===== src/sniffer_consts.svh =====
// Sniffer constants
// Field widths, FIFO depths and the PHY register range
`ifndef SNIFFER_CONSTS_SVH
`define SNIFFER_CONSTS_SVH

`define SNF_ADDR_W      6   // PHY register address
`define SNF_LEN_W       10  // Captured packet length
`define SNF_RXCMD_W     6   // RxCMD bits kept in the packet info

`define SNF_OP_DEPTH    4
`define SNF_INFO_DEPTH  4
`define SNF_DATA_DEPTH  16

`define SNF_REG_COUNT   (1 << `SNF_ADDR_W)

`endif


===== src/sniffer_cmd_pkg.sv =====
// Sniffer command types
// Opcode and layout of one 16-bit host command
`default_nettype none

`include "sniffer_consts.svh"

package sniffer_cmd_pkg;

    typedef enum logic [1:0] {
        OP_PKT_FWD   = 2'b00,   // Forward one captured packet
        OP_REG_SEND  = 2'b01,   // Send last value read
        OP_REG_WRITE = 2'b10,
        OP_REG_READ  = 2'b11
    } opcode_t;

    typedef struct packed {
        opcode_t                 opcode;
        logic [`SNF_ADDR_W-1:0]  addr;
        logic [7:0]              value;  // Write data, ignored otherwise
    } op_msg_t;

endpackage

`default_nettype wire


===== src/sniffer_stream_pkg.sv =====
// Sniffer stream types
// Captured packet info and the source select of the UART byte
`default_nettype none

`include "sniffer_consts.svh"

package sniffer_stream_pkg;

    typedef struct packed {
        logic [`SNF_RXCMD_W-1:0] rxcmd;
        logic [`SNF_LEN_W-1:0]   len;    // Data bytes following the header
    } pkt_info_t;

    typedef enum logic [1:0] {
        SEL_REG,
        SEL_HDR_HI,     // {rxcmd, len[9:8]}
        SEL_HDR_LO,     // len[7:0]
        SEL_DATA
    } tx_sel_t;

endpackage

`default_nettype wire


===== src/reg_req_if.sv =====
// PHY register request bundle
// Controller starts an access and the register port reports busy
`timescale 1ns/100ps
`default_nettype none

`include "sniffer_consts.svh"

interface reg_req_if;

    logic [`SNF_ADDR_W-1:0] addr;
    logic [7:0]             wdata;
    logic                   start_write;   // One-cycle pulse
    logic                   start_read;    // One-cycle pulse
    logic                   busy;

    modport controller (output addr, wdata, start_write, start_read, input busy);
    modport reg_access (input addr, wdata, start_write, start_read, output busy);

endinterface

`default_nettype wire


===== src/byte_counter.sv =====
// Byte counter
// Counts down the bytes of a header or packet body still to transmit
`timescale 1ns/100ps
`default_nettype none

`include "sniffer_consts.svh"

module byte_counter (
    input  wire                  clk,
    input  wire                  rst,
    input  wire                  load,
    input  wire [`SNF_LEN_W-1:0] load_value,
    input  wire                  dec,
    output logic                 zero
);

    logic [`SNF_LEN_W-1:0] count;

    always_ff @(posedge clk) begin
        if (!rst) begin
            count <= '0;
        end else if (load) begin
            count <= load_value;    // Load wins over a same-cycle dec
        end else if (dec && count != '0) begin
            count <= count - 1'b1;
        end
    end

    assign zero = (count == '0);

endmodule

`default_nettype wire


===== src/main_controller.sv =====
// Sniffer main controller
// Takes host ops, runs PHY register accesses and sequences UART output
`timescale 1ns/100ps
`default_nettype none

`include "sniffer_consts.svh"

module main_controller (
    input  wire                                 clk,
    input  wire                                 rst,
    input  wire                                 force_send,
    input  var sniffer_cmd_pkg::op_msg_t        op,
    input  wire                                 op_valid,
    output logic                                op_pop,
    input  var sniffer_stream_pkg::pkt_info_t   info,
    input  wire                                 info_valid,
    output logic                                info_pop,
    input  wire                                 data_valid,
    output logic                                data_pop,
    reg_req_if.controller                       req,
    output logic                                cnt_load,
    output logic [`SNF_LEN_W-1:0]               cnt_value,
    output logic                                cnt_dec,
    input  wire                                 cnt_zero,
    output logic                                info_load,
    output sniffer_stream_pkg::tx_sel_t         sel,
    output logic                                tx_valid,
    input  wire                                 tx_ready
);

    localparam logic [`SNF_LEN_W-1:0] HDR_BYTES = 2;

    typedef enum logic [2:0] {
        IDLE,
        REG_WAIT,
        REG_SEND,
        HDR_SEND,
        DATA_SEND
    } state_t;

    state_t state;
    state_t state_next;
    logic   hdr_lo;         // Second header byte is up
    logic   start_reg;

    always_comb begin
        state_next = state;
        op_pop     = 1'b0;
        info_pop   = 1'b0;
        data_pop   = 1'b0;
        cnt_load   = 1'b0;
        cnt_value  = '0;
        cnt_dec    = 1'b0;
        info_load  = 1'b0;
        start_reg  = 1'b0;
        tx_valid   = 1'b0;
        sel        = sniffer_stream_pkg::SEL_REG;
        case (state)
            IDLE: begin
                if (force_send) begin
                    state_next = REG_SEND;  // No op consumed
                end else if (op_valid) begin
                    case (op.opcode)
                        sniffer_cmd_pkg::OP_PKT_FWD: begin
                            // Op stays at the head until its info arrives
                            if (info_valid) begin
                                op_pop     = 1'b1;
                                info_load  = 1'b1;
                                cnt_load   = 1'b1;
                                cnt_value  = HDR_BYTES;
                                state_next = HDR_SEND;
                            end
                        end
                        sniffer_cmd_pkg::OP_REG_SEND: begin
                            op_pop     = 1'b1;
                            state_next = REG_SEND;
                        end
                        default: begin  // Register write or read
                            op_pop     = 1'b1;
                            start_reg  = 1'b1;
                            state_next = REG_WAIT;
                        end
                    endcase
                end
            end
            REG_WAIT: begin
                // busy is still low while the start pulse is out
                if (!req.busy && !req.start_write && !req.start_read)
                    state_next = IDLE;
            end
            REG_SEND: begin
                tx_valid = 1'b1;
                if (tx_ready)
                    state_next = IDLE;
            end
            HDR_SEND: begin
                tx_valid = 1'b1;
                sel = hdr_lo ? sniffer_stream_pkg::SEL_HDR_LO : sniffer_stream_pkg::SEL_HDR_HI;
                if (tx_ready) begin
                    cnt_dec = 1'b1;
                    if (hdr_lo) begin
                        // Info head still belongs to this packet
                        info_pop   = 1'b1;
                        cnt_load   = 1'b1;
                        cnt_value  = info.len;
                        state_next = DATA_SEND;
                    end
                end
            end
            DATA_SEND: begin
                sel      = sniffer_stream_pkg::SEL_DATA;
                tx_valid = data_valid && !cnt_zero;
                if (cnt_zero) begin
                    state_next = IDLE;
                end else if (tx_valid && tx_ready) begin
                    data_pop = 1'b1;
                    cnt_dec  = 1'b1;
                end
            end
            default: state_next = IDLE;
        endcase
    end

    always_ff @(posedge clk) begin
        if (!rst) begin
            state           <= IDLE;
            hdr_lo          <= 1'b0;
            req.start_write <= 1'b0;
            req.start_read  <= 1'b0;
        end else begin
            state           <= state_next;
            hdr_lo          <= (state == HDR_SEND) && (hdr_lo || tx_ready);
            req.start_write <= start_reg && (op.opcode == sniffer_cmd_pkg::OP_REG_WRITE);
            req.start_read  <= start_reg && (op.opcode == sniffer_cmd_pkg::OP_REG_READ);
        end
    end

    always_ff @(posedge clk) begin
        if (start_reg) begin
            req.addr  <= op.addr;
            req.wdata <= op.value;
        end
    end

endmodule

`default_nettype wire


===== src/reg_access.sv =====
// PHY register port engine
// Holds one register request on the PHY strobe until done and keeps read data
`timescale 1ns/100ps
`default_nettype none

`include "sniffer_consts.svh"

module reg_access (
    input  wire                   clk,
    input  wire                   rst,
    reg_req_if.reg_access         req,
    output logic [`SNF_ADDR_W-1:0] phy_addr,
    output logic [7:0]            phy_wdata,
    output logic                  phy_write,
    output logic                  phy_read,
    input  wire [7:0]             phy_rdata,
    input  wire                   phy_done,
    output logic [7:0]            read_value
);

    logic start;

    assign start    = req.start_write || req.start_read;
    assign req.busy = phy_write || phy_read;    // Strobe up means busy

    always_ff @(posedge clk) begin
        if (!rst) begin
            phy_write  <= 1'b0;
            phy_read   <= 1'b0;
            read_value <= '0;
        end else if (req.busy) begin
            if (phy_done) begin
                phy_write <= 1'b0;
                phy_read  <= 1'b0;
                if (phy_read)
                    read_value <= phy_rdata;   // Kept for the send command
            end
        end else begin
            phy_write <= req.start_write;
            phy_read  <= req.start_read;
        end
    end

    // Address and data stay stable for the whole strobe
    always_ff @(posedge clk) begin
        if (start && !req.busy) begin
            phy_addr  <= req.addr;
            phy_wdata <= req.wdata;
        end
    end

endmodule

`default_nettype wire


===== src/sniffer_top.sv =====
// USB sniffer command controller, top level
// Op, info and data FIFOs in front of the controller, PHY register port and UART byte out
`timescale 1ns/100ps
`default_nettype none

`include "sniffer_consts.svh"

module sniffer_top (
    input  wire                    clk,
    input  wire                    rst,
    input  wire                    force_send,
    input  wire [15:0]             op_data,
    input  wire                    op_valid,
    output logic                   op_ready,
    input  wire [15:0]             info_data,
    input  wire                    info_valid,
    output logic                   info_ready,
    input  wire [7:0]              usb_data,
    input  wire                    usb_valid,
    output logic                   usb_ready,
    output logic [`SNF_ADDR_W-1:0] phy_addr,
    output logic [7:0]             phy_wdata,
    output logic                   phy_write,
    output logic                   phy_read,
    input  wire [7:0]              phy_rdata,
    input  wire                    phy_done,
    output logic [7:0]             tx_data,
    output logic                   tx_valid,
    input  wire                    tx_ready
);

    sniffer_cmd_pkg::op_msg_t      op_head;
    sniffer_stream_pkg::pkt_info_t info_head;
    sniffer_stream_pkg::tx_sel_t   sel;
    logic [7:0]                    data_head;
    logic [7:0]                    read_value;
    logic [`SNF_LEN_W-1:0]         cnt_value;
    logic op_head_valid;
    logic info_head_valid;
    logic data_head_valid;
    logic op_pop;
    logic info_pop;
    logic data_pop;
    logic cnt_load;
    logic cnt_dec;
    logic cnt_zero;
    logic info_load;

    reg_req_if req_bus ();

    sync_fifo #(.payload_t(sniffer_cmd_pkg::op_msg_t), .DEPTH(`SNF_OP_DEPTH)) op_fifo_i (
        .clk(clk), .rst(rst),
        .in_data(op_data), .in_valid(op_valid), .in_ready(op_ready),
        .out_data(op_head), .out_valid(op_head_valid), .out_ready(op_pop)
    );

    sync_fifo #(.payload_t(sniffer_stream_pkg::pkt_info_t), .DEPTH(`SNF_INFO_DEPTH)) info_fifo_i (
        .clk(clk), .rst(rst),
        .in_data(info_data), .in_valid(info_valid), .in_ready(info_ready),
        .out_data(info_head), .out_valid(info_head_valid), .out_ready(info_pop)
    );

    // Packet bytes from the receive path
    sync_fifo #(.payload_t(logic [7:0]), .DEPTH(`SNF_DATA_DEPTH)) data_fifo_i (
        .clk(clk), .rst(rst),
        .in_data(usb_data), .in_valid(usb_valid), .in_ready(usb_ready),
        .out_data(data_head), .out_valid(data_head_valid), .out_ready(data_pop)
    );

    byte_counter byte_counter_i (
        .clk(clk), .rst(rst),
        .load(cnt_load), .load_value(cnt_value), .dec(cnt_dec), .zero(cnt_zero)
    );

    reg_access reg_access_i (
        .clk(clk), .rst(rst), .req(req_bus.reg_access),
        .phy_addr(phy_addr), .phy_wdata(phy_wdata),
        .phy_write(phy_write), .phy_read(phy_read),
        .phy_rdata(phy_rdata), .phy_done(phy_done), .read_value(read_value)
    );

    tx_byte_select tx_byte_select_i (
        .clk(clk), .rst(rst), .info_load(info_load), .info(info_head), .sel(sel),
        .data_byte(data_head), .reg_value(read_value), .tx_byte(tx_data)
    );

    main_controller main_controller_i (
        .clk(clk), .rst(rst), .force_send(force_send),
        .op(op_head), .op_valid(op_head_valid), .op_pop(op_pop),
        .info(info_head), .info_valid(info_head_valid), .info_pop(info_pop),
        .data_valid(data_head_valid), .data_pop(data_pop),
        .req(req_bus.controller),
        .cnt_load(cnt_load), .cnt_value(cnt_value), .cnt_dec(cnt_dec), .cnt_zero(cnt_zero),
        .info_load(info_load), .sel(sel),
        .tx_valid(tx_valid), .tx_ready(tx_ready)
    );

endmodule

`default_nettype wire


===== src/sync_fifo.sv =====
// Synchronous FIFO
// Circular buffer with first-word fall-through head for any packed payload
`timescale 1ns/100ps
`default_nettype none

module sync_fifo #(
    parameter type payload_t = logic [7:0],
    parameter int  DEPTH     = 4
) (
    input  wire          clk,
    input  wire          rst,
    input  var payload_t in_data,
    input  wire          in_valid,
    output logic         in_ready,
    output payload_t     out_data,
    output logic         out_valid,
    input  wire          out_ready
);

    localparam int PTR_W = (DEPTH > 1) ? $clog2(DEPTH) : 1;
    localparam int CNT_W = $clog2(DEPTH + 1);

    payload_t         mem [DEPTH];
    logic [PTR_W-1:0] wr_ptr;
    logic [PTR_W-1:0] rd_ptr;
    logic [CNT_W-1:0] count;
    logic             push;
    logic             pop;

    function automatic logic [PTR_W-1:0] next_ptr(input logic [PTR_W-1:0] ptr);
        if (ptr == PTR_W'(DEPTH - 1))
            return '0;
        return ptr + 1'b1;
    endfunction

    assign in_ready  = (count != CNT_W'(DEPTH));
    assign out_valid = (count != '0);
    assign out_data  = mem[rd_ptr];     // Head shows without a pop
    assign push      = in_valid && in_ready;
    assign pop       = out_valid && out_ready;

    always_ff @(posedge clk) begin
        if (!rst) begin
            wr_ptr <= '0;
            rd_ptr <= '0;
            count  <= '0;
        end else begin
            if (push)
                wr_ptr <= next_ptr(wr_ptr);
            if (pop)
                rd_ptr <= next_ptr(rd_ptr);
            if (push && !pop)
                count <= count + 1'b1;
            else if (pop && !push)
                count <= count - 1'b1;
        end
    end

    always_ff @(posedge clk) begin
        if (push)
            mem[wr_ptr] <= in_data;
    end

endmodule

`default_nettype wire


===== src/tx_byte_select.sv =====
// UART byte source select
// Latches packet info and picks register, header or data byte for the UART
`timescale 1ns/100ps
`default_nettype none

`include "sniffer_consts.svh"

module tx_byte_select (
    input  wire                                 clk,
    input  wire                                 rst,
    input  wire                                 info_load,
    input  var sniffer_stream_pkg::pkt_info_t   info,
    input  var sniffer_stream_pkg::tx_sel_t     sel,
    input  wire [7:0]                           data_byte,
    input  wire [7:0]                           reg_value,
    output logic [7:0]                          tx_byte
);

    sniffer_stream_pkg::pkt_info_t info_q;
    logic [7:0]                    hdr_hi;
    logic [7:0]                    hdr_lo;

    always_ff @(posedge clk) begin
        if (!rst)
            info_q <= '0;
        else if (info_load)
            info_q <= info;
    end

    // Header is rxcmd and length, high byte first
    assign hdr_hi = {info_q.rxcmd, info_q.len[`SNF_LEN_W-1:8]};
    assign hdr_lo = info_q.len[7:0];

    always_comb begin
        case (sel)
            sniffer_stream_pkg::SEL_REG:    tx_byte = reg_value;
            sniffer_stream_pkg::SEL_HDR_HI: tx_byte = hdr_hi;
            sniffer_stream_pkg::SEL_HDR_LO: tx_byte = hdr_lo;
            default:                        tx_byte = data_byte;
        endcase
    end

endmodule

`default_nettype wire


===== config.mk =====
export PLATFORM = sky130hd
export DESIGN_NAME = sniffer_top
export DESIGN_NICKNAME = d
export VERILOG_FILES = /design/src/sniffer_cmd_pkg.sv /design/src/sniffer_stream_pkg.sv /design/src/reg_req_if.sv /design/src/byte_counter.sv /design/src/main_controller.sv /design/src/reg_access.sv /design/src/sniffer_top.sv /design/src/sync_fifo.sv /design/src/tx_byte_select.sv
export VERILOG_INCLUDE_DIRS = /design/src /design/src/src
export SDC_FILE = /design/constraint.sdc
export NUM_CORES = 1
export LEC_CHECK = 0
export BUFFER_PORTS_ARGS = -buffer_cell sky130_fd_sc_hd__buf_2
export CAP_MARGIN = 20
export CORE_UTILIZATION = 28
export DETAILED_ROUTE_END_ITERATION = 16
export PLACE_DENSITY = 0.42
export SETUP_SLACK_MARGIN = 0.1
export SLEW_MARGIN = 5
export SYNTH_ARGS = -nofsm -noshare
export SYNTH_HDL_FRONTEND = slang
export SYNTH_HIERARCHICAL = 1
export SYNTH_SLANG_ARGS = --single-unit

===== constraint.sdc =====
create_clock -name clk -period 5.8 [get_ports clk]
set_clock_uncertainty 0.15 [all_clocks]
set_input_delay 0.58 -clock clk [delete_from_list [all_inputs] [get_ports clk]]
set_output_delay 0.58 -clock clk [all_outputs]
set_load 0.05 [all_outputs]

==> results by group <==
Outcome
  • Outcome: complete, no violations

Yosys
  • Most common cell in the netlist: edfxtp_1
  • Yosys cell types: 73
  • Post-synth top area share: between 50 and 60%
  • Seq/Total Area, Yosys: between 60% and 70%
  • Yosys synthesis warning count: 6
  • Post-synth ARST share: 0%
  • EDFF count, synth: between 200 and 300
  • Synth cell count leaders: 284 x edfxtp_1, 77 x dfxtp_1, 72 x mux4_2
  • Synth area leader: edfxtp_1
  • Top cells by area, synth: edfxtp_1 59%, mux4_2 11%, dfxtp_1 11%
  • Synth Instances: ~860
  • Ys flop type: edfxtp_1
  • Syn nets: ~940
  • Syn_area_per_cell: 17.0 µm²
  • Synth Register Bits: roughly 360
  • Mapped cell area: ~0.015 mm²

Global routing
  • Total grt overflow: 0
  • Total GRT Usage: between 10% and 20%
  • Initial antenna violation count: 1
  • First-pass GRT wire length: about 49000 µm
  • Largest net degree at the start of global routing: 69
  • Vias in the first global route: a little under 8000

Drt
  • Vias/cell: approximately 4.6
  • Post-DRT Antenna Nets: 0
  • Length of the first detailed-routing pass in iterations: 5
  • Routed vias: ~7600
  • DR iter-0 viols: between 500 and 600
  • WL/cell: between 15 and 20 µm
  • # DRC: 0
  • Routed WL: 32300 µm

Clock network
  • Hold_buf cts: 0
  • Post-CTS setup buffers: 0
  • Clock Root Buffer: clkbuf_16
  • Total CTS buffers: 42
  • Clk pin slew, worst setup/hold paths: roughly 60 ps
  • Clk_lat worst skew: 560 ps
  • # clock sinks: between 300 and 400
  • Cts repair resizes: 0
  • Number of H-tree levels: 2
  • CTS tree: yes
  • Clock Path Buffers: 3

Finish
  • Nets: 1031
  • ANT cells: 0
  • Proportion of layout cells with a drive suffix above 1: 27.0%
  • Sequential cell area: slightly above 0.01 mm²
  • Fin area: around 0.017 mm²
  • Multi-input gate area: 0.00416 mm²
  • Fillcell total: about 5000
  • Area Overhead vs Synth: 17.1%
  • Finished Core Util: about a third

Power and ir drop
  • Leak: 5.63 nW
  • Peak VDD IR: 0.000231 V
  • Cell Pwr Density: ~380 mW/mm²
  • Power Total: 6.43 mW

Floorplanning
  • Cell row count: between 80 and 90
  • Die area: ~0.053 mm²
  • Core box area: 0.0513 mm²
  • Die X: between 200 and 250 µm
  • Die height: 230 µm
  • Top Ports: 84
  • Initial core utilization: 28.3%

Place
  • Placed cell areas: 0.0156 mm²
  • RD Place Congestion: 0.692
  • Port bufs: 83
  • HPWL Detailed: 21100 µm

Timing
  • Pins Over Slew Limit: 0
  • Fin crit share: 69.2%
  • Worst slew pin tran: between 1000 and 1500 ps
  • Hold_ws: a little over 90 ps
  • RSZ-0062 raised after global routing: no
  • Fin crit period: between 4000 and 5000 ps
  • Slew headroom: between 20% and 30%
  • Setup_tns: 0 ps
  • # setup viols final: 0
  • Achievable Freq: 249 MHz
  • Final Hold Vio Count: 0

Setup path
  • Critical Path Start Type: flop
  • CP Data Required Time: 5070 ps
  • WS Path Type: reg2out
  • Arrival @ worst endpoint: 3290 ps
  • Worst setup EP type: output pin
  • Crit-path max FO: 20

Worst hold path
  • Worst min path class: in2reg

Flow run
  • Max-cap violations: 0
==> path summary, 6_finish.rpt <==
| kind | end | slack (ps) | start | depth (start not counted) |
|---|---|---|---|---|
| worst max-delay path | tx_data[1] | 1780 | flop | 6 |
| worst max register to register | op_fifo_i/count[2] | 2380 | flop | 10 |
| worst min-delay path | info_fifo_i/mem[1][15] | 90 | info_data[15] | 1 |
| worst min register to register | reg_access_i/phy_addr[3] | 270 | main_controller_i/req.addr[3] | 0 |
==> cells by family after synthesis <==
| group | after synthesis | share of synthesized area (%) |
|---|---|---|
| AND/OR/NAND/NOR | 207 | 8.20 |
| multiplexers | 99 | 13.0 |
| flip-flops | 361 | 69.4 |
| AO/OA/AOI/OAI | 97 | 4.52 |
| adder cells (fa/ha/maj) | 25 | 2.31 |
| XOR/XNOR | 8 | 0.483 |
| buffers and inverters | 58 | 2.10 |
==> power breakdown <==
group          switching (mW)  internal [mW]
registers               0.103           3.00
logic                   0.435          0.277
clock network            1.04           1.57
==> state kept, by name, summed over array words and instances, names as in the netlist, 8 cells and up, named ones only <==
signal,cells
info_fifo_i/mem,64
byte_counter_i/count,10
reg_access_i/read_value,8
main_controller_i/req.wdata,8
reg_access_i/phy_wdata,8
data_fifo_i/mem,128
op_fifo_i/mem,64
tx_byte_select_i/hdr_lo,8
tx_byte_select_i/hdr_hi,8
==> through the flow <==
| stage | instances | setup WS, ps |
|---|---|---|
| CTS | 1660 | 1630 |
| detailed placement | 1585 | 2250 |
| floorplan | 855 | 2590 |
| finish | 1661 | 1780 |
| global placement | 1585 | 2270 |
| global route | 1661 | 1510 |
==> area by class of cell <==
class	instances	share of cell area, %
clock buffers	54	6.76
clock inverters	21	1.22
inverters	15	0.331
multi-input cells	436	24.5
flip-flops and latches	361	59.2
well taps	680	5.01
repair buffers	94	2.97
==> critical path, stage by stage (launching register included) <==
cell and delay [ps]:
dfxtp_2 630, buf_4 460, mux4_2 550, a22oi_1 280, nand2_1 90, mux4_2 480
buf_2 230
==> cell usage in the layout, fill, tap and decap left out, types with 6 or more instances in the layout <==
| master | instances |
|---|---|
| a21oi_1 | 14 |
| a22oi_1 | 16 |
| a31oi_1 | 6 |
| and2_1 | 16 |
| and3_2 | 8 |
| buf_2 | 83 |
| buf_4 | 10 |
| clkbuf_1 | 9 |
| clkbuf_16 | 44 |
| clkinv_1 | 6 |
| clkinv_2 | 8 |
| dfxtp_1 | 76 |
| edfxtp_1 | 284 |
| ha_1 | 22 |
| inv_1 | 15 |
| mux2i_1 | 27 |
| mux4_2 | 72 |
| nand2_1 | 47 |
| nand2b_1 | 8 |
| nand3_1 | 13 |
| nand4_1 | 10 |
| nor2_1 | 31 |
| nor2b_1 | 27 |
| o21ai_0 | 28 |
| xnor2_1 | 6 |
==> routing by layer <==
layer	wire [µm]	global-route usage, %	share of wire [%]
met3	1920	3.58	6.0
met2	15400	20.3	48
met1	14300	16.0	44
met5	9	0	0.028
met4	637	3.64	2.0
No activity file was read; power rests on OpenSTA's default activity.
